## config.mk

```make
export PLATFORM = sky130hd
export DESIGN_NAME = usb_host_ctrl_top
export DESIGN_NICKNAME = d
export VERILOG_FILES = /design/src/source/usb_pkg.sv /design/src/source/usb_pkt_if.sv /design/src/source/ctrl_xfer_fsm.sv /design/src/source/packet_decoder.sv /design/src/source/packet_encoder.sv /design/src/source/response_timer.sv /design/src/source/usb_host_ctrl_top.sv
export SDC_FILE = /design/constraint.sdc
export NUM_CORES = 1
export LEC_CHECK = 0
export ABC_AREA = 1
export BUFFER_PORTS_ARGS = -buffer_cell sky130_fd_sc_hd__buf_4
export CORE_MARGIN = 2
export CORE_UTILIZATION = 30
export CTS_CLUSTER_SIZE = 8
export DETAILED_ROUTE_END_ITERATION = 8
export GPL_TIMING_DRIVEN = 0
export MAX_ROUTING_LAYER = met4
export PLACE_DENSITY = 0.55
export SLEW_MARGIN = 20
export SYNTH_ARGS = -nofsm -noshare
export SYNTH_HDL_FRONTEND = slang
export SYNTH_SLANG_ARGS = --single-unit
```

## constraint.sdc

```tcl
create_clock -name clock -period 3.1 [get_ports clock]
set_input_delay 0.465 -clock clock [delete_from_list [all_inputs] [get_ports clock]]
set_output_delay 0.465 -clock clock [all_outputs]
set_load 0.03 [all_outputs]
```

## src/source/usb_pkg.sv

```systemverilog
`default_nettype none

package usb_pkg;

  typedef logic [3:0] pid_t;
  typedef logic [6:0] dev_addr_t;
  typedef logic [3:0] endp_t;
  typedef logic [7:0] byte_t;
  typedef logic [4:0] crc5_t;
  typedef logic [15:0] crc16_t;
  typedef logic [3:0] len_t;

  // PID values as the low nibble of the wire byte {~pid, pid}
  localparam pid_t PID_OUT   = 4'b0001;
  localparam pid_t PID_IN    = 4'b1001;
  localparam pid_t PID_SETUP = 4'b1101;
  localparam pid_t PID_DATA0 = 4'b0011;
  localparam pid_t PID_DATA1 = 4'b1011;
  localparam pid_t PID_ACK   = 4'b0010;
  localparam pid_t PID_NAK   = 4'b1010;

  // Packet class lives in the two low PID bits
  localparam logic [1:0] PID_CLASS_TOKEN = 2'b01;
  localparam logic [1:0] PID_CLASS_DATA  = 2'b11;
  localparam logic [1:0] PID_CLASS_HSK   = 2'b10;

  // Standard request fields for SET_ADDRESS
  localparam byte_t REQ_TYPE_HOST_DEV = 8'h00;
  localparam byte_t REQ_SET_ADDRESS   = 8'h05;

  localparam int TIMEOUT_CYCLES = 64;
  localparam int MAX_RETRIES = 3;
  localparam int TIMER_W = $clog2(TIMEOUT_CYCLES + 1);
  localparam int RETRY_W = $clog2(MAX_RETRIES + 1);
  localparam logic [TIMER_W-1:0] TIMER_LOAD = TIMER_W'(TIMEOUT_CYCLES - 1);
  localparam logic [RETRY_W-1:0] RETRY_LAST = RETRY_W'(MAX_RETRIES);
  localparam crc16_t CRC16_INIT = 16'hFFFF;

  typedef enum logic [3:0] {
    IDLE,
    SETUP_TOK,
    SETUP_DATA,
    WAIT_ACK,
    IN_TOK,
    WAIT_DATA,
    SEND_ACK,
    DONE,
    FAIL
  } xfer_state_t;

  // Token CRC over {endp, addr}, LSB first; result is the field as packed in the token
  function automatic crc5_t crc5(input logic [10:0] d);
    logic [4:0] c;
    c = 5'h1f;
    for (int i = 0; i < 11; i++) begin
      c = (c[4] ^ d[i]) ? ({c[3:0], 1'b0} ^ 5'h05) : {c[3:0], 1'b0};
    end
    return ~{c[0], c[1], c[2], c[3], c[4]};
  endfunction

  // One byte step of the reflected data CRC; the packet carries the inverse, low byte first
  function automatic crc16_t crc16(input crc16_t c, input byte_t d);
    crc16_t r;
    r = c;
    for (int i = 0; i < 8; i++) begin
      r = (r[0] ^ d[i]) ? ((r >> 1) ^ 16'hA001) : (r >> 1);
    end
    return r;
  endfunction

endpackage

`default_nettype wire

```

## src/source/usb_pkt_if.sv

```systemverilog
`timescale 1ns/1ps
`default_nettype none

// Packet requests from the sequencer to the encoder
interface usb_tx_cmd_if;
  logic                 send;
  usb_pkg::pid_t        pid;
  usb_pkg::dev_addr_t   tok_addr;
  usb_pkg::endp_t       tok_endp;
  usb_pkg::dev_addr_t   req_value;
  logic                 done;

  modport master (output send, pid, tok_addr, tok_endp, req_value, input done);
  modport slave (input send, pid, tok_addr, tok_endp, req_value, output done);
endinterface

// Received packet events from the decoder to the sequencer
interface usb_rx_evt_if;
  logic             hsk_recv;
  usb_pkg::pid_t    hsk_pid;
  logic             data_recv;
  usb_pkg::pid_t    data_pid;
  usb_pkg::len_t    data_len;
  logic             crc_bad;

  modport master (output hsk_recv, hsk_pid, data_recv, data_pid, data_len, crc_bad);
  modport slave (input hsk_recv, hsk_pid, data_recv, data_pid, data_len, crc_bad);
endinterface

`default_nettype wire
```

## src/source/ctrl_xfer_fsm.sv

```systemverilog
`timescale 1ns/1ps
`default_nettype none

module ctrl_xfer_fsm (
  input  logic                 clock,
  input  logic                 rst_n_i,
  input  logic                 start_i,
  input  usb_pkg::dev_addr_t   new_addr_i,
  usb_tx_cmd_if.master         tx,
  usb_rx_evt_if.slave          rx,
  output logic                 timer_start_o,
  output logic                 timer_stop_o,
  input  logic                 timer_expired_i,
  output logic                 done_o,
  output logic                 error_o,
  output logic                 busy_o,
  output usb_pkg::dev_addr_t   addr_o
);

  usb_pkg::xfer_state_t state_q;
  usb_pkg::xfer_state_t state_d;
  logic [usb_pkg::RETRY_W-1:0] retry_q;
  usb_pkg::dev_addr_t new_addr_q;
  logic wait_state;
  logic rx_event;
  logic stage_ok;
  logic stage_bad;
  logic retry_left;

  assign wait_state = (state_q == usb_pkg::WAIT_ACK) || (state_q == usb_pkg::WAIT_DATA);
  assign rx_event = rx.hsk_recv || rx.data_recv || rx.crc_bad;
  assign retry_left = (retry_q != usb_pkg::RETRY_LAST);

  // Success condition of each response wait
  always_comb begin
    case (state_q)
      usb_pkg::WAIT_ACK:
        stage_ok = rx.hsk_recv && (rx.hsk_pid == usb_pkg::PID_ACK);
      usb_pkg::WAIT_DATA:
        stage_ok = rx.data_recv && (rx.data_pid == usb_pkg::PID_DATA1) && (rx.data_len == '0);
      default:
        stage_ok = 1'b0;
    endcase
  end

  // Anything else that ends a wait (NAK, bad packet, timeout) counts against the stage
  assign stage_bad = wait_state && !stage_ok && (rx_event || timer_expired_i);

  always_comb begin
    state_d = state_q;
    case (state_q)
      usb_pkg::IDLE:       if (start_i) state_d = usb_pkg::SETUP_TOK;
      usb_pkg::SETUP_TOK:  if (tx.done) state_d = usb_pkg::SETUP_DATA;
      usb_pkg::SETUP_DATA: if (tx.done) state_d = usb_pkg::WAIT_ACK;
      usb_pkg::WAIT_ACK: begin
        if (stage_ok) state_d = usb_pkg::IN_TOK;
        else if (stage_bad) state_d = retry_left ? usb_pkg::SETUP_TOK : usb_pkg::FAIL;
      end
      usb_pkg::IN_TOK:     if (tx.done) state_d = usb_pkg::WAIT_DATA;
      usb_pkg::WAIT_DATA: begin
        if (stage_ok) state_d = usb_pkg::SEND_ACK;
        else if (stage_bad) state_d = retry_left ? usb_pkg::IN_TOK : usb_pkg::FAIL;
      end
      usb_pkg::SEND_ACK:   if (tx.done) state_d = usb_pkg::DONE;
      default:             state_d = usb_pkg::IDLE;
    endcase
  end

  always_ff @(posedge clock) begin
    if (!rst_n_i) begin
      state_q <= usb_pkg::IDLE;
      retry_q <= '0;
      addr_o  <= '0;
    end else begin
      state_q <= state_d;
      if (state_q == usb_pkg::IDLE || stage_ok) begin
        retry_q <= '0;
      end else if (stage_bad) begin
        retry_q <= retry_q + 1'b1;
      end
      // Address becomes visible together with done_o
      if (state_q == usb_pkg::SEND_ACK && tx.done) begin
        addr_o <= new_addr_q;
      end
    end
  end

  always_ff @(posedge clock) begin
    if (state_q == usb_pkg::IDLE && start_i) begin
      new_addr_q <= new_addr_i;
    end
  end

  // Packet request per sending state
  always_comb begin
    tx.send = 1'b1;
    tx.pid  = usb_pkg::PID_ACK;
    case (state_q)
      usb_pkg::SETUP_TOK:  tx.pid = usb_pkg::PID_SETUP;
      usb_pkg::SETUP_DATA: tx.pid = usb_pkg::PID_DATA0;
      usb_pkg::IN_TOK:     tx.pid = usb_pkg::PID_IN;
      usb_pkg::SEND_ACK:   tx.pid = usb_pkg::PID_ACK;
      default:             tx.send = 1'b0;
    endcase
  end

  // Both tokens go to the default address on endpoint 0
  assign tx.tok_addr  = '0;
  assign tx.tok_endp  = '0;
  assign tx.req_value = new_addr_q;

  assign timer_start_o = tx.done &&
                         (state_q == usb_pkg::SETUP_DATA || state_q == usb_pkg::IN_TOK);
  assign timer_stop_o  = wait_state && rx_event;

  assign done_o  = (state_q == usb_pkg::DONE);
  assign error_o = (state_q == usb_pkg::FAIL);
  assign busy_o  = (state_q != usb_pkg::IDLE);

  // A request stays up until the encoder has finished the packet
  a_send_held: assert property (@(posedge clock) disable iff (!rst_n_i)
    tx.send && !tx.done |=> tx.send);

  a_end_exclusive: assert property (@(posedge clock) disable iff (!rst_n_i)
    !(done_o && error_o));

endmodule

`default_nettype wire

```

## src/source/packet_decoder.sv

```systemverilog
`timescale 1ns/1ps
`default_nettype none

module packet_decoder (
  input  logic           clock,
  input  logic           rst_n_i,
  input  logic           rx_valid_i,
  output logic           rx_ready_o,
  input  logic           rx_last_i,
  input  usb_pkg::byte_t rx_data_i,
  usb_rx_evt_if.master   evt,
  output logic           crc_err_o
);

  logic ready_q;
  logic first_q;
  logic accept;
  logic pid_good_now;
  logic pid_ok_q;
  usb_pkg::pid_t pid_q;
  logic [3:0] cnt_q;
  usb_pkg::byte_t b0_q;
  usb_pkg::byte_t b1_q;
  usb_pkg::crc16_t crc_q;
  usb_pkg::crc16_t crc_next;
  logic crc_match;
  logic hsk_recv_q;
  logic data_recv_q;
  logic crc_bad_q;

  assign rx_ready_o = ready_q;
  assign accept = rx_valid_i && ready_q;
  assign pid_good_now = (rx_data_i[7:4] == ~rx_data_i[3:0]);

  // The last two bytes are held back, so the CRC runs two bytes behind the stream
  assign crc_next  = (cnt_q >= 4'd2) ? usb_pkg::crc16(crc_q, b1_q) : crc_q;
  assign crc_match = ({rx_data_i, b0_q} == ~crc_next);

  always_ff @(posedge clock) begin
    if (!rst_n_i) begin
      ready_q     <= 1'b0;
      first_q     <= 1'b1;
      hsk_recv_q  <= 1'b0;
      data_recv_q <= 1'b0;
      crc_bad_q   <= 1'b0;
    end else begin
      ready_q     <= 1'b1;
      hsk_recv_q  <= 1'b0;
      data_recv_q <= 1'b0;
      crc_bad_q   <= 1'b0;
      if (accept) begin
        first_q <= rx_last_i;
        if (rx_last_i && first_q) begin
          // Single byte packet must be a valid handshake
          if (pid_good_now && rx_data_i[1:0] == usb_pkg::PID_CLASS_HSK) begin
            hsk_recv_q <= 1'b1;
          end else begin
            crc_bad_q <= 1'b1;
          end
        end else if (rx_last_i) begin
          if (!pid_ok_q) begin
            crc_bad_q <= 1'b1;
          end else if (pid_q[1:0] == usb_pkg::PID_CLASS_DATA) begin
            if (cnt_q >= 4'd1 && cnt_q <= 4'd9 && crc_match) begin
              data_recv_q <= 1'b1;
            end else begin
              crc_bad_q <= 1'b1;
            end
          end
          // Tokens from the device side are dropped
        end
      end
    end
  end

  always_ff @(posedge clock) begin
    if (accept) begin
      if (first_q) begin
        pid_q    <= rx_data_i[3:0];
        pid_ok_q <= pid_good_now;
        cnt_q    <= '0;
        crc_q    <= usb_pkg::CRC16_INIT;
        evt.hsk_pid <= rx_data_i[3:0];
      end else begin
        b0_q  <= rx_data_i;
        b1_q  <= b0_q;
        crc_q <= crc_next;
        if (cnt_q != 4'hF) begin
          cnt_q <= cnt_q + 4'd1;
        end
        evt.data_pid <= pid_q;
        evt.data_len <= usb_pkg::len_t'(cnt_q - 4'd1);  // bytes before the CRC pair
      end
    end
  end

  assign evt.hsk_recv  = hsk_recv_q;
  assign evt.data_recv = data_recv_q;
  assign evt.crc_bad   = crc_bad_q;
  assign crc_err_o     = crc_bad_q;

endmodule

`default_nettype wire

```

## src/source/packet_encoder.sv

```systemverilog
`timescale 1ns/1ps
`default_nettype none

module packet_encoder (
  input  logic           clock,
  input  logic           rst_n_i,
  usb_tx_cmd_if.slave    cmd,
  output logic           tx_valid_o,
  input  logic           tx_ready_i,
  output logic           tx_last_o,
  output usb_pkg::byte_t tx_data_o
);

  logic sending_q;
  logic done_q;
  logic capture;
  logic accept;
  logic [3:0] idx_q;
  logic [3:0] last_idx;
  usb_pkg::pid_t pid_q;
  usb_pkg::dev_addr_t addr_q;
  usb_pkg::endp_t endp_q;
  usb_pkg::dev_addr_t value_q;
  usb_pkg::crc16_t crc_q;
  usb_pkg::crc5_t tok_crc;
  logic is_data;

  // A new request is taken only from idle, never in the done cycle
  assign capture = cmd.send && !sending_q && !done_q;
  assign accept  = tx_valid_o && tx_ready_i;
  assign is_data = (pid_q[1:0] == usb_pkg::PID_CLASS_DATA);
  assign tok_crc = usb_pkg::crc5({endp_q, addr_q});

  // PID only, token with two more bytes, or DATA0 with request and CRC
  always_comb begin
    case (pid_q[1:0])
      usb_pkg::PID_CLASS_TOKEN: last_idx = 4'd2;
      usb_pkg::PID_CLASS_DATA:  last_idx = 4'd10;
      default:                  last_idx = 4'd0;
    endcase
  end

  always_comb begin
    case (idx_q)
      4'd0:  tx_data_o = {~pid_q, pid_q};
      4'd1:  tx_data_o = is_data ? usb_pkg::REQ_TYPE_HOST_DEV : {endp_q[0], addr_q};
      4'd2:  tx_data_o = is_data ? usb_pkg::REQ_SET_ADDRESS : {tok_crc, endp_q[3:1]};
      // wValue low byte carries the new address
      4'd3:  tx_data_o = {1'b0, value_q};
      4'd9:  tx_data_o = ~crc_q[7:0];
      4'd10: tx_data_o = ~crc_q[15:8];
      // wValue high, wIndex and wLength are all zero
      default: tx_data_o = 8'h00;
    endcase
  end

  assign tx_valid_o = sending_q;
  assign tx_last_o  = sending_q && (idx_q == last_idx);
  assign cmd.done   = done_q;

  always_ff @(posedge clock) begin
    if (!rst_n_i) begin
      sending_q <= 1'b0;
      done_q    <= 1'b0;
    end else begin
      done_q <= 1'b0;
      if (capture) begin
        sending_q <= 1'b1;
      end else if (accept && tx_last_o) begin
        sending_q <= 1'b0;
        done_q    <= 1'b1;
      end
    end
  end

  always_ff @(posedge clock) begin
    if (capture) begin
      pid_q   <= cmd.pid;
      addr_q  <= cmd.tok_addr;
      endp_q  <= cmd.tok_endp;
      value_q <= cmd.req_value;
      idx_q   <= '0;
      crc_q   <= usb_pkg::CRC16_INIT;
    end else if (accept) begin
      idx_q <= idx_q + 4'd1;
      // CRC covers the eight request bytes only
      if (is_data && idx_q >= 4'd1 && idx_q <= 4'd8) begin
        crc_q <= usb_pkg::crc16(crc_q, tx_data_o);
      end
    end
  end

  a_hold_stable: assert property (@(posedge clock) disable iff (!rst_n_i)
    tx_valid_o && !tx_ready_i |=> tx_valid_o && $stable(tx_data_o) && $stable(tx_last_o));

endmodule

`default_nettype wire

```

## src/source/response_timer.sv

```systemverilog
`timescale 1ns/1ps
`default_nettype none

module response_timer (
  input  logic clock,
  input  logic rst_n_i,
  input  logic start_i,
  input  logic stop_i,
  output logic expired_o
);

  logic [usb_pkg::TIMER_W-1:0] cnt_q;
  logic running_q;

  // Fires TIMEOUT_CYCLES cycles after the start pulse
  assign expired_o = running_q && (cnt_q == '0);

  always_ff @(posedge clock) begin
    if (!rst_n_i) begin
      running_q <= 1'b0;
    end else if (start_i) begin
      running_q <= 1'b1;
    end else if (stop_i || expired_o) begin
      running_q <= 1'b0;
    end
  end

  always_ff @(posedge clock) begin
    if (start_i) begin
      cnt_q <= usb_pkg::TIMER_LOAD;
    end else if (running_q && cnt_q != '0) begin
      cnt_q <= cnt_q - 1'b1;
    end
  end

  a_single_expiry: assert property (@(posedge clock) disable iff (!rst_n_i)
    expired_o |=> !expired_o);

endmodule

`default_nettype wire

```

## src/source/usb_host_ctrl_top.sv

```systemverilog
`timescale 1ns/1ps
`default_nettype none

module usb_host_ctrl_top (
  input  logic               clock,
  input  logic               rst_n_i,
  input  logic               start_i,
  input  usb_pkg::dev_addr_t new_addr_i,
  output logic               tx_valid_o,
  input  logic               tx_ready_i,
  output logic               tx_last_o,
  output usb_pkg::byte_t     tx_data_o,
  input  logic               rx_valid_i,
  output logic               rx_ready_o,
  input  logic               rx_last_i,
  input  usb_pkg::byte_t     rx_data_i,
  output logic               done_o,
  output logic               error_o,
  output logic               busy_o,
  output usb_pkg::dev_addr_t addr_o,
  output logic               crc_err_o
);

  logic timer_start;
  logic timer_stop;
  logic timer_expired;

  usb_tx_cmd_if tx_cmd ();
  usb_rx_evt_if rx_evt ();

  ctrl_xfer_fsm u_fsm (
    .clock           (clock),
    .rst_n_i         (rst_n_i),
    .start_i         (start_i),
    .new_addr_i      (new_addr_i),
    .tx              (tx_cmd),
    .rx              (rx_evt),
    .timer_start_o   (timer_start),
    .timer_stop_o    (timer_stop),
    .timer_expired_i (timer_expired),
    .done_o          (done_o),
    .error_o         (error_o),
    .busy_o          (busy_o),
    .addr_o          (addr_o)
  );

  response_timer u_timer (
    .clock     (clock),
    .rst_n_i   (rst_n_i),
    .start_i   (timer_start),
    .stop_i    (timer_stop),
    .expired_o (timer_expired)
  );

  packet_encoder u_enc (
    .clock      (clock),
    .rst_n_i    (rst_n_i),
    .cmd        (tx_cmd),
    .tx_valid_o (tx_valid_o),
    .tx_ready_i (tx_ready_i),
    .tx_last_o  (tx_last_o),
    .tx_data_o  (tx_data_o)
  );

  packet_decoder u_dec (
    .clock      (clock),
    .rst_n_i    (rst_n_i),
    .rx_valid_i (rx_valid_i),
    .rx_ready_o (rx_ready_o),
    .rx_last_i  (rx_last_i),
    .rx_data_i  (rx_data_i),
    .evt        (rx_evt),
    .crc_err_o  (crc_err_o)
  );

endmodule

`default_nettype wire

```

# --- Word level (Yosys, flattened, before mapping) ---
# Index checks and enable logic that the tools add are counted.
classes:
  n_addsub: 5
  n_mul: 0
  div_mod_pow: 0
  magnitude_cmp: 5
  eq_ne: 30
  shifts: 0
  n_mux: 50
  n_bitwise: 43
  n_reduce_logical: 53
op_table:
  columns: ["operator", "count"]
  rows:
  - ["16-bit two-way mux", 17]
  - ["4-bit two-way mux", 12]
  - ["2-bit inverter with 3-bit output", 16]
  - ["8-bit one-hot mux with 5 select lines", 1]
  - ["4-bit one-hot mux with 7 select lines", 1]
  - ["1-bit logical AND", 23]
  - ["4-bit by 2-bit equality test with 1-bit output, second input constant", 5]
  - ["16-bit equality test", 1]
  - ["4-bit by 3-bit equality test with 1-bit output, second input constant", 4]
  - ["4-bit equality test, second input constant", 4]
  - ["16-bit inverter", 1]
  - ["8-bit inverter", 2]
  - ["1-bit XOR", 16]
  - ["1-bit two-way mux", 15]
  - ["4-bit zero test", 3]
  - ["4-bit one-hot mux with 3 select lines", 1]
  - ["2-bit AND reduction", 5]
  - ["4-bit by 1-bit adder with 4-bit output, second input constant", 2]
  - ["4-bit equality test", 2]
  - ["4-bit by 1-bit greater-or-equal comparator with 1-bit output, second input constant", 2]
  - ["4-bit <= comparator, second input constant", 2]
  - ["2-bit by 1-bit inequality test with 1-bit output, second input constant", 4]
  - ["4-bit inverter", 2]
  - ["4-bit one-hot mux with 2 select lines", 1]
  - ["other kinds (24)", 44]
word_totals:
  ff_bits: 115
  latchBits: 0
  mem_bits_rw: 0
  rom_bits: 0
  output_inout_bits: 22
  word_cells: 211
  mem_count: 0

# --- Logic depth before layout (Yosys ltp) ---
# Gate-level depths: netlist of run 1.
logic_depth:
  depth_word: 25
  depth_mapped: 24
  depth_no_buf: 24

# --- By module ---
# From an unflattened synthesis of run 1, not the netlist that was laid out.
unflattened:
  cells_unflattened: 899
  hier_area_um2: 7268.2
modules_own_cells:
  columns: ["module", "instances", "cells_each", "area_each_um2"]
  rows:
  - ["packet_decoder", 1, 304, 2981.6]
  - ["packet_encoder", 1, 372, 2691.3]
  - ["ctrl_xfer_fsm", 1, 155, 1148.6]
  - ["response_timer", 1, 68, 446.7]

# --- Least setup slack after synthesis of run 1 ---
# Ideal clock, no wire load.
synth_timing:
  path_type: "register to register"
  startpoint: "reg u_enc.idx_q[0]"
  endpoint: "reg u_enc.crc_q[0]"
  setup_time_ps: 114
  arrival_ps: 2592
  required_ps: 2986
  path_slack_ps: 395
  path_stages_with_launch: 16
  n_path_buf: 0
  synth_period_minus_slack_ps: 2705
  cell_sequence: "dfxtp_1 > inv_1 > ha_1 > inv_2 > nor2_8 > a21oi_1 > nand4_1 > xor2_1 > xor2_1 > xnor2_1 > xnor2_1 > or2_1 > nand2_1 > nand2_1 > nand3_1 > nand2_1"
synth_via:
  elab_cells_between_ends: 27
  cone_classes: "order compare (2); eq/ne (4); mux (9); bitwise (8); reduce/logical (4)"
synth_rtl:
  columns: ["item", "line_no", "source"]
  rows:
  - ["start, declared", "packet_encoder.sv:18", "logic [3:0] idx_q;"]
  - ["start signal, assigned", "packet_encoder.sv:85", "idx_q <= idx_q + 4'd1;"]
  - ["4-bit equality test, or another cell as far along", "packet_encoder.sv:44", "case (idx_q)"]
  - ["8-bit one-hot mux with 5 select lines (*)", "packet_encoder.sv:44", null]
  - ["named net tx_data_o[2]", "usb_host_ctrl_top.sv:12", "output usb_pkg::byte_t tx_data_o,"]
  - ["1-bit XOR (*)", "usb_pkg.sv:66", "r = (r[0] ^ d[i]) ? ((r >> 1) ^ 16'hA001) : (r >> 1);"]
  - ["16-bit two-way mux (*)", "usb_pkg.sv:66", null]
  - ["1-bit XOR (*)", "usb_pkg.sv:66", null]
  - ["16-bit two-way mux (*)", "usb_pkg.sv:66", null]
  - ["1-bit XOR (*)", "usb_pkg.sv:66", null]
  - ["16-bit two-way mux (*)", "usb_pkg.sv:66", null]
  - ["1-bit XOR (*)", "usb_pkg.sv:66", null]
  - ["16-bit two-way mux (*)", "usb_pkg.sv:66", null]
  - ["1-bit XOR (*)", "usb_pkg.sv:66", null]
  - ["16-bit two-way mux (*)", "usb_pkg.sv:66", null]
  - ["1-bit XOR (*)", "usb_pkg.sv:66", null]
  - ["16-bit two-way mux (*)", "usb_pkg.sv:66", null]
  - ["end signal, assigned", "packet_encoder.sv:83", "crc_q <= usb_pkg::CRC16_INIT;"]
  - ["end signal, assigned", "packet_encoder.sv:88", "crc_q <= usb_pkg::crc16(crc_q, tx_data_o);"]
  - ["end, declared", "packet_encoder.sv:24", "usb_pkg::crc16_t crc_q;"]
# Mark *: on every way through the listed nets, which the timed path passes. The rest lies on a longest branch.
# A chain may end at the register's enable or synchronous reset.

# --- Worst setup path after layout of run 1 ---
layout_timing:
  startpoint: "reg u_dec.crc_q[0]"
  endpoint: "reg u_dec.crc_bad_q (netlist: u_dec.crc_err_o)"
layout_via:
  elab_chain_cells: 25
  elab_cells_between_ends: 31
  cone_classes: "eq/ne (1); mux (14); bitwise (15); reduce/logical (1)"
layout_lines:
  columns: ["item", "line_no", "source"]
  rows:
  - ["start, declared", "packet_decoder.sv:24", "usb_pkg::crc16_t crc_q;"]
  - ["start signal, assigned", "packet_decoder.sv:82", "crc_q <= usb_pkg::CRC16_INIT;"]
  - ["start signal, assigned", "packet_decoder.sv:87", "crc_q <= crc_next;"]
  - ["1-bit XOR", "usb_pkg.sv:66", null]
  - ["16-bit two-way mux", "usb_pkg.sv:66", null]
  - ["1-bit XOR", "usb_pkg.sv:66", null]
  - ["16-bit two-way mux", "usb_pkg.sv:66", null]
  - ["1-bit XOR", "usb_pkg.sv:66", null]
  - ["16-bit two-way mux", "usb_pkg.sv:66", null]
  - ["1-bit XOR", "usb_pkg.sv:66", null]
  - ["16-bit two-way mux", "usb_pkg.sv:66", null]
  - ["(+9 left out)", null, null]
  - ["16-bit inverter (*)", "packet_decoder.sv:37", "assign crc_match = ({rx_data_i, b0_q} == ~crc_next);"]
  - ["16-bit equality test (*)", "packet_decoder.sv:37", null]
  - ["1-bit logical AND (*)", "packet_decoder.sv:64", "if (cnt_q >= 4'd1 && cnt_q <= 4'd9 && crc_match) begin"]
  - ["1-bit two-way mux (*)", "packet_decoder.sv:64", null]
  - ["1-bit two-way mux (*)", "packet_decoder.sv:63", "end else if (pid_q[1:0] == usb_pkg::PID_CLASS_DATA) begin"]
  - ["1-bit two-way mux (*)", "packet_decoder.sv:61", "if (!pid_ok_q) begin"]
  - ["1-bit two-way mux (*)", "packet_decoder.sv:60", "end else if (rx_last_i) begin"]
  - ["1-bit two-way mux (*)", "packet_decoder.sv:53", "if (rx_last_i && first_q) begin"]
  - ["end signal, assigned", "packet_decoder.sv:58", "crc_bad_q <= 1'b1;"]
  - ["end signal, assigned", "packet_decoder.sv:62", "crc_bad_q <= 1'b1;"]
  - ["end signal, assigned", "packet_decoder.sv:67", "crc_bad_q <= 1'b1;"]
  - ["end, declared", "packet_decoder.sv:29", "logic crc_bad_q;"]
# Every way passes the cells marked *; elsewhere a longest branch is shown, timed or not.

==> results of run 1 <==
[sequential cells by signal (all words and copies together) (netlist names), 2 cells and up]
signal,flops
u_dec.b0_q,8
u_dec.b1_q,8
u_dec.cnt_q,4
u_dec.crc_q,16
u_dec.evt.data_len,4
u_dec.evt.data_pid,4
u_dec.pid_q,4
u_enc.crc_q,16
u_enc.idx_q,4
u_enc.pid_q,4
u_enc.value_q,7
u_fsm.addr_o,7
u_fsm.retry_q,2
u_fsm.state_q,4
u_fsm.tx.req_value,7
u_timer.cnt_q,7
[cell type report]
class	instances	area (µm²)	share of cell area [%]
Inverter	99	374.1	5.082
Timing Repair Buffer	48	380.4	5.167
Sequential cell	115	2973	40.39
Buffer	13	83.83	1.139
Multi-Input combinational cell	472	2618	35.56
Clock buffer	21	440.4	5.983
Tap cell	265	331.6	4.505
Clock inverter	11	160.2	2.176
[routing by layer]
metal | share of wire, % | wire [µm] | GRT usage, %
met1 | 46 | 6407 | 17.72
met2 | 49 | 6854 | 22.99
met3 | 4.1 | 580 | 3.962
met4 | 1.6 | 230 | 5.441
met5 | 0 | 0 | -
[timing repair]
item	4_1_cts	5_1_grt
resized for setup	0	19
buffers inserted	0	5
setup endpoints to repair	0	22
[critical path: stages, from the launching register on]
cell and delay (ns):
edfxtp_1 0.43, inv_1 0.09, nand2_1 0.05, nand2_1 0.14
nand2_1 0.14, nand2_2 0.12, nand2_2 0.07, nand2_2 0.12
nand2_2 0.08, nand3_2 0.10, nand2_2 0.08, nand2_1 0.06
nand3_1 0.13, nand3_1 0.19, nand3_2 0.15, nand2_1 0.15
nand2_1 0.06, nand2_1 0.05, nand2_1 0.04, nor2_1 0.13
nand2_2 0.12, nand2_1 0.08, a21oi_1 0.05
[kinds of logic after synthesis]
kind of cell | after synthesis | synth area share [%]
XOR/XNOR | 33 | 5.513
AND/OR/NAND/NOR | 342 | 25.89
AO/OA/AOI/OAI | 85 | 9.104
adder cells (fa/ha/maj) | 12 | 2.506
flip-flops | 115 | 49.61
buffers and inverters | 112 | 7.371
[worst paths after layout]
kind	startpoint	end	slack, ns	cells after the start
max	u_dec.crc_q[0]	u_dec.crc_err_o	0.35	22
min	new_addr_i[5]	u_fsm.tx.req_value[5]	0.23	1
max reg2reg	u_dec.crc_q[0]	u_dec.crc_err_o	0.35	22
min reg2reg	u_fsm.tx.req_value[2]	u_enc.value_q[2]	0.45	0
[per-stage QoR]
stage	power, W	setup WS (ns)	TNS [ns]	area, µm²
global placement	0.004162	0.03277	0	6639
CTS	0.006223	0.01819	0	7274
global route	0.006570	-0.006479	-0.006479	7361
floorplan	0.003630	0.3945	0	5992
detailed placement	0.004181	0.02996	0	6674
finish	0.006175	0.3501	0	7361
[cell usage after synthesis (all sizes together)]
library cell | instances | area share, %
nand2 | 175 | 11
inv | 98 | 6.1
nor2 | 70 | 4.9
edfxtp | 67 | 34
nand3 | 60 | 5.7
dfxtp | 48 | 16
o21ai | 29 | 2.4
a21oi | 26 | 2.2
xor2 | 22 | 3.9
o211ai | 18 | 2.3
ha | 12 | 2.5
nand4 | 11 | 1.3
nor3 | 11 | 0.92
xnor2 | 11 | 1.6
clkbuf | 7 | 0.44
nand3b | 7 | 0.88
buf | 6 | 0.73
o2111ai | 5 | 1.3
or2 | 4 | 0.42
nor4 | 3 | 0.31
a31oi | 2 | 0.21
a21boi | 1 | 0.13
a22oi | 1 | 0.13
and3 | 1 | 0.10
clkinv | 1 | 0.063
o2111a | 1 | 0.19
o221ai | 1 | 0.15
o31ai | 1 | 0.13
[where the power goes]
part	internal [W]	switching [W]
Combinational	0.000771	0.00135
Sequential	0.00188	0.000163
Clock	0.00133	0.000678
[layout by cell type (no fill, tap or decap), types with 2 or more instances in the layout]
| cell | instances |
|---|---|
| a21oi_1 | 26 |
| a31oi_1 | 2 |
| buf_4 | 47 |
| buf_6 | 3 |
| bufinv_16 | 4 |
| clkbuf_1 | 11 |
| clkbuf_16 | 17 |
| clkinv_1 | 4 |
| clkinvlp_4 | 2 |
| dfxtp_1 | 48 |
| edfxtp_1 | 67 |
| ha_1 | 12 |
| inv_1 | 89 |
| inv_2 | 8 |
| nand2_1 | 164 |
| nand2_2 | 10 |
| nand3_1 | 53 |
| nand3_2 | 5 |
| nand3_4 | 2 |
| nand3b_1 | 7 |
| nand4_1 | 10 |
| nor2_1 | 61 |
| nor2_2 | 5 |
| nor2_4 | 3 |
| nor3_1 | 10 |
| nor4_1 | 3 |
| o2111ai_2 | 3 |
| o211ai_1 | 18 |
| o21ai_0 | 29 |
| or2_2 | 3 |
| xnor2_1 | 11 |
| xor2_1 | 18 |
| xor2_2 | 3 |
==> flow_summary.yaml, run 1 <==
place:
  portBuffers: 42
  dp_hpwl_um: 10520
  gp_congestion: 0.8215
  dp.cells: 1007
detailed_routing:
  ant_nets: 0
  via_per_inst: 4.580
  drt_drc_violations_left: 0
  drt_iter0_drc: 325
  dr.pass1.iters: 8
  wl_um: 14070
  num_vias: 4781
  drt-wirelength-per-cell_um: 13.48
timing:
  worst_pin_slew_ns: 0.8207
  hold_violations: 0
  min_period_ns: 2.750
  post-route-period-util_pct: 88.71
  fin_hold_ws_ns: 0.2278
  final.setup_skew_ns: 0.009555
  timing.fmax_mhz: 363.6
  rsz0062_at_grt: "true"
  slew_viol_final: 0
  setup_viol_count_final: 0
  slew_headroom_pct: 45.23
global_route:
  grt_pass1_vias: 4637
  grt_pass1_wl_um: 23560
  antenna_found_initial: 0
  grt_max_degree: 19
  grt_overflow: 0
  grt_use_total_pct: 14.51
clock_network:
  cts.reportedPaths.clkPinSlew_ns: 0.05
  clk-insertion-delay-late_ns: 0.42
  cts_buffers: 17
  clock-sinks: 115
  hold_buffers: 0
  cts_tree: "done"
  cts_root_buf: "clkbuf_16"
  htreeDepth: 4
  clockBufferDepth: 2
die:
  dieArea_um2: 21120
  initial_core_util_pct: 30.69
  core-area_um2: 19530
  io_pins: 43
  core.rowCount: 51
  die_y_um: 145.3
  dieWidth_um: 145.3
min_path:
  min_path_type: "in2reg"
setup_path:
  startpoint_type: "flop"
  worstSetupPathType: "reg2reg"
  critPathRequiredTime_ns: 3.41
  cp_max_fo: 5
  end_kind: "flop"
  cp_data_arrival_time_ns: 3.06
logic_synthesis:
  yosysSeqAreaShare_pct: 49.61
  ys_types: 44
  syn_area_per_cell_um2: 8.572
  synth_area_um2: 5992
  ys_seq_elements: 115
  ys_warn_count: 0
  syn_nets: 732
  netlist_instances: 699
layout:
  drive_gt1_share_pct: 16.30
  fin_cells: 1044
  antenna_cells: 0
  finalNetCount: 799
  final_util_pct: 37.70
  nFillCells: 2015
  syn2layout_area_growth_pct: 22.84
power_and_ir_drop:
  p_leak_nw: 3.199
  vdd_drop_max_v: 0.0004917
  powerDensity_nw_per_um2: 838.9
flow_run:
  maxCapViolations: 0
run_status:
  outcome: "complete, no violations"
No activity file was read; power rests on OpenSTA's default activity.
==> run 2: changes to the inputs <==
Clock period 3.1 ns to 3.4 ns, I/O delays scaled along.
==> flow_summary.yaml, run 2 (synthesis gave the netlist of run 1 again) <==
run_status:
  outcome: "complete, no violations"
detailed_routing:
  num_vias: 4741
  wl_um: 14060
  drt_drc_violations_left: 0
  via_per_inst: 4.559
  drt-wirelength-per-cell_um: 13.52
  dr.pass1.iters: 7
  drt_iter0_drc: 325
  ant_nets: 0
layout:
  drive_gt1_share_pct: 14.58
  syn2layout_area_growth_pct: 21.74
  finalNetCount: 795
  layout_common_cells: "167 x nand2_1, 91 x inv_1, 67 x edfxtp_1"
  final_util_pct: 37.36
  antenna_cells: 0
  final_common_cell: "nand2_1"
  top_regs: "u_dec.crc_q: 16 flops, u_enc.crc_q: 16 flops"
timing:
  final.setup_skew_ns: 0.009030
  timing.fmax_mhz: 342.4
  hold_violations: 0
  slew_headroom_pct: 44.84
  fin_hold_ws_ns: 0.2731
  finalSetupTns_ns: 0
  worst_pin_slew_ns: 0.8265
  rsz0062_at_grt: "false"
  worst_slack_ns: 0.4797
  slew_viol_final: 0
  post-route-period-util_pct: 85.89
  min_period_ns: 2.920
  setup_viol_count_final: 0
global_route:
  antenna_found_initial: 0
  grt_use_total_pct: 14.51
  grt_max_degree: 19
  grt_overflow: 0
  grt_pass1_vias: 4637
  grt_pass1_wl_um: 23560
place:
  gp_congestion: 0.8215
  portBuffers: 42
  dp_hpwl_um: 10520
  dpl_worst_slack_ns: 0.3300
die:
  io_pins: 43
  core-area_um2: 19530
  dieArea_um2: 21120
  core.rowCount: 51
  die_y_um: 145.3
  initial_core_util_pct: 30.69
  dieWidth_um: 145.3
clock_network:
  clock-sinks: 115
  clockBufferDepth: 2
  clk-insertion-delay-late_ns: 0.42
  htreeDepth: 4
  cts_buffers: 17
  cts_root_buf: "clkbuf_16"
  cts.reportedPaths.clkPinSlew_ns: 0.05
  cts_tree: "done"
setup_path:
  path_common_cell: "nand2_1"
  worstSetupPathType: "reg2reg"
  cp_data_arrival_time_ns: 3.25
  path_cells: "inv_1 > ha_1 > inv_2 > nand3_4 > clkbuf_4 > nand2_1 > nand2_1 > nand2_1 > nand3_1 > nor2_1 > nand2_1 > nor2_1 > nand2_1 > nor2_1 > nand3_1 > nor2_1 > nand3_1 > nor2_1 > nand2_1 > nor2_1 > nand2_1 > nor3_1"
  regToRegSetupSlack_ns: 0.48
  max_stage_delay_ns: 0.42
  cp_max_fo: 10
  end_kind: "flop"
  critPathSlowestCell: "edfxtp_1"
  startpoint_type: "flop"
  critPathRequiredTime_ns: 3.73
power_and_ir_drop:
  p_leak_nw: 3.179
  powerDensity_nw_per_um2: 771.2
  total_power_w: 0.005625
  vdd_drop_max_v: 0.0004451
flow_run:
  maxCapViolations: 0
min_path:
  min_path_type: "in2reg"
## run 2: cell types whose count changed in the layout (fill, tap and decap cells not counted), moves of 2 or more
cell and change:
nand2_1 +3, inv_1 +2, nor2_1 +4, buf_4 -3
nor2_2 -4, nand2_2 -3
## run 2: path summary, 6_finish.rpt
check | start | to | depth (start not counted)
min reg2reg | u_fsm.tx.req_value[2] | u_enc.value_q[2] | 0
min | new_addr_i[5] | u_fsm.tx.req_value[5] | 1
max reg2reg | u_dec.cnt_q[0] | u_dec.evt.data_recv | 22
max | u_dec.cnt_q[0] | u_dec.evt.data_recv | 22
## run 2: timing repair
item | CTS | global route
buffers inserted | 0 | 1
resized for setup | 0 | 4
setup endpoints to repair | 0 | 3
endpoints found under the hold margin | 0 | 0
hold buffers | 0 | 0
## run 2: layout make-up
type	instances	area, µm²
tap	265	331.6
timing repair buffer	44	350.3
clock buffer	21	440.4
fill	2027	12230
buffer	13	72.57
inverter	99	371.6
multi-input combinational	472	2595
sequential	115	2973
clock inverter	11	160.2
## run 2: per-stage QoR
stage / cell area [µm²] / instances
after floorplan: 5992 / 699
after global placement: 6639 / 1006
after detailed placement: 6674 / 1007
after CTS: 7274 / 1039
after global routing: 7295 / 1040
final: 7295 / 1040
## run 2: metal layers
layer | wire (µm) | GRT usage, %
met5 | 0 | -
met4 | 232 | 5.441
met2 | 6814 | 22.99
met3 | 483 | 3.962
met1 | 6531 | 17.72
## run 2: critical path: cells and delay by family, from the launching register on
kind                     cells  cell delay (ns)
adder cells (fa/ha/maj)      1             0.21
AND/OR/NAND/NOR             18             1.79
flip-flops                   1             0.42
buffers and inverters        3             0.42
## run 2: where the power goes
part           total, W  switching, W  internal, W
clock           0.00184      0.000620      0.00122
combinational   0.00193       0.00123     0.000699
sequential      0.00186      0.000148      0.00171
total           0.00563       0.00200      0.00363
==> run 3: changes to the inputs <==
Settings changed: CORE_ASPECT_RATIO from default to 0.75.
==> flow_summary.yaml, run 3 (synthesis gave the netlist of run 1 again) <==
run_status:
  outcome: "complete, no violations"
layout:
  fin_cells: 1029
  antenna_cells: 0
  drive_gt1_share_pct: 15.34
  finalNetCount: 796
  syn2layout_area_growth_pct: 21.53
  layout_common_cells: "167 x nand2_1, 92 x inv_1, 67 x edfxtp_1"
  final_common_cell: "nand2_1"
  top_regs: "u_dec.crc_q: 16 flops, u_enc.crc_q: 16 flops"
timing:
  post-route-period-util_pct: 89.61
  setup_viol_count_final: 0
  worst_slack_ns: 0.3534
  fin_hold_ws_ns: 0.2714
  worst_pin_slew_ns: 0.9800
  min_period_ns: 3.047
  timing.fmax_mhz: 328.2
  hold_violations: 0
  rsz0062_at_grt: "false"
  slew_viol_final: 0
  final.setup_skew_ns: 0.01008
  slew_headroom_pct: 34.42
  finalSetupTns_ns: 0
die:
  initial_core_util_pct: 30.75
  dieArea_um2: 21130
  die_y_um: 126.4
  core.rowCount: 44
  dieWidth_um: 167.2
  io_pins: 43
  core-area_um2: 19490
clock_network:
  cts.reportedPaths.clkPinSlew_ns: 0.06
  htreeDepth: 4
  hold_buffers: 0
  cts_root_buf: "clkbuf_16"
  cts_buffers: 17
  clock-sinks: 115
  clk-insertion-delay-late_ns: 0.42
  cts_tree: "done"
  clockBufferDepth: 2
setup_path:
  cp_max_fo: 10
  worst_r2r_endpoint: "u_dec.evt.data_recv"
  path_cells: "inv_1 > ha_1 > inv_1 > nand3_2 > buf_2 > nand2_1 > nand2_1 > nand2_1 > nand3_1 > nor2_1 > nand2_1 > nor2_1 > nand2_1 > nor2_1 > nand3_1 > nor2_1 > nand3_1 > nor2_1 > nand2_1 > nor2_1 > nand2_1 > nor3_1"
  startpoint_type: "flop"
  cp_data_arrival_time_ns: 3.38
  path_common_cell: "nand2_1"
  end_kind: "flop"
  max_stage_delay_ns: 0.42
  worstSetupPathType: "reg2reg"
  worst-path-stages: 22
  r2r-start: "u_dec.cnt_q[0]"
  critPathSlowestCell: "edfxtp_1"
  regToRegSetupSlack_ns: 0.35
  cp_top_family: "simple AND/OR/NAND/NOR gates"
  crit_buf_inv: 3
  r2r_cells: 22
  critPathRequiredTime_ns: 3.73
power_and_ir_drop:
  intPower_w: 0.003566
  p_leak_nw: 3.185
  power_frac_comb_pct: 34.4
  vdd_drop_max_v: 0.0003537
  power.switching_w: 0.002079
  switching_share_pct: 36.83
  p_seq_share_pct: 33.2
  powerDensity_nw_per_um2: 775.2
  pwr-share-clk_pct: 32.5
min_path:
  min_path_type: "in2reg"
  holdPathStages: 1
  holdPathEnd: "u_fsm.tx.req_value[6]"
  hold_start: "new_addr_i[6]"
global_route:
  grt_pass1_wl_um: 23320
  antenna_found_initial: 0
  grt_use_total_pct: 14.75
  grt_overflow: 0
  grt_max_degree: 21
  grt_pass1_vias: 4310
detailed_routing:
  drt_drc_violations_left: 0
  ant_nets: 0
  drt-wirelength-per-cell_um: 14.37
  wl_um: 14790
  num_vias: 4744
  drt_iter0_drc: 352
  dr.pass1.iters: 7
  via_per_inst: 4.610
place:
  gp_congestion: 0.9333
  portBuffers: 42
  dp.cells: 995
  dpl_worst_slack_ns: 0.3452
  dp_hpwl_um: 10980
flow_run:
  maxCapViolations: 0
run 3: cell count changes in the layout (fill, tap and decap cells not counted), sizes merged:
cell | previous run | this run
buf | 49 | 51
bufinv | 4 | 3
clkbuf | 29 | 24
clkinv | 6 | 7
clkinvlp | 2 | 4
inv | 98 | 100
run 3: layer usage:
layer	part of all wire, %	vias up	global-route usage (%)
met5	0	-	-
met4	1.4	0	5.371
met3	3.7	16	2.871
met2	41	97	19.65
met1	54	2186	21.89
li1	-	2445	-
run 3: power groups by stage:
stage / clock network, W / registers (W) / logic, W
detailed placement: 0 / 0.00190 / 0.00192
floorplan: 0 / 0.00185 / 0.00146
finish: 0.00183 / 0.00187 / 0.00194
global route: 0.00193 / 0.00190 / 0.00213
global placement: 0 / 0.00190 / 0.00192
CTS: 0.00187 / 0.00187 / 0.00193
run 3: stage by stage:
stage / utilization, % / cell area, µm² / total power [W]
floorplan: - / 5992 / 0.003309
CTS: 37.29 / 7267 / 0.005667
finish: 37.37 / 7282 / 0.005645
global route: 37.37 / 7282 / 0.005961
detailed placement: 34.17 / 6659 / 0.003819
global placement: 33.99 / 6624 / 0.003820
run 3: how the worst max path moves through the flow:
stage,to,startpoint
after floorplan,u_enc.crc_q[0],u_enc.idx_q[0]
after global placement,u_dec.crc_err_o,u_dec.cnt_q[0]
after detailed placement,u_dec.evt.data_recv,u_dec.cnt_q[0]
after CTS,u_dec.evt.data_recv,u_dec.cnt_q[0]
after global routing,u_dec.evt.data_recv,u_dec.cnt_q[0]
final,u_dec.evt.data_recv,u_dec.cnt_q[0]
run 3: worst reg2reg max path: cells and delay by family (launching register included):
family / cells / cell delay, ns
adders and majority gates: 1 / 0.20
and+or+nand+nor: 18 / 1.88
buffers and inverters: 3 / 0.48
DFF: 1 / 0.42
run 3: final cells by class:
type / count / area (µm²)
plain buffers: 13 / 70.07
clock buffers: 17 / 425.4
clock inverters: 15 / 182.7
fillers: 2008 / 12210
inverters: 99 / 371.6
multi-input cells: 472 / 2585
flip-flops and latches: 115 / 2973
well taps: 253 / 316.6
repair buffers: 45 / 357.8
run 3: what timing repair did:
item	CTS	global route
buffers inserted	0	2
endpoints found under the hold margin	0	0
gates resized for setup	0	0
setup endpoints to repair	0	2
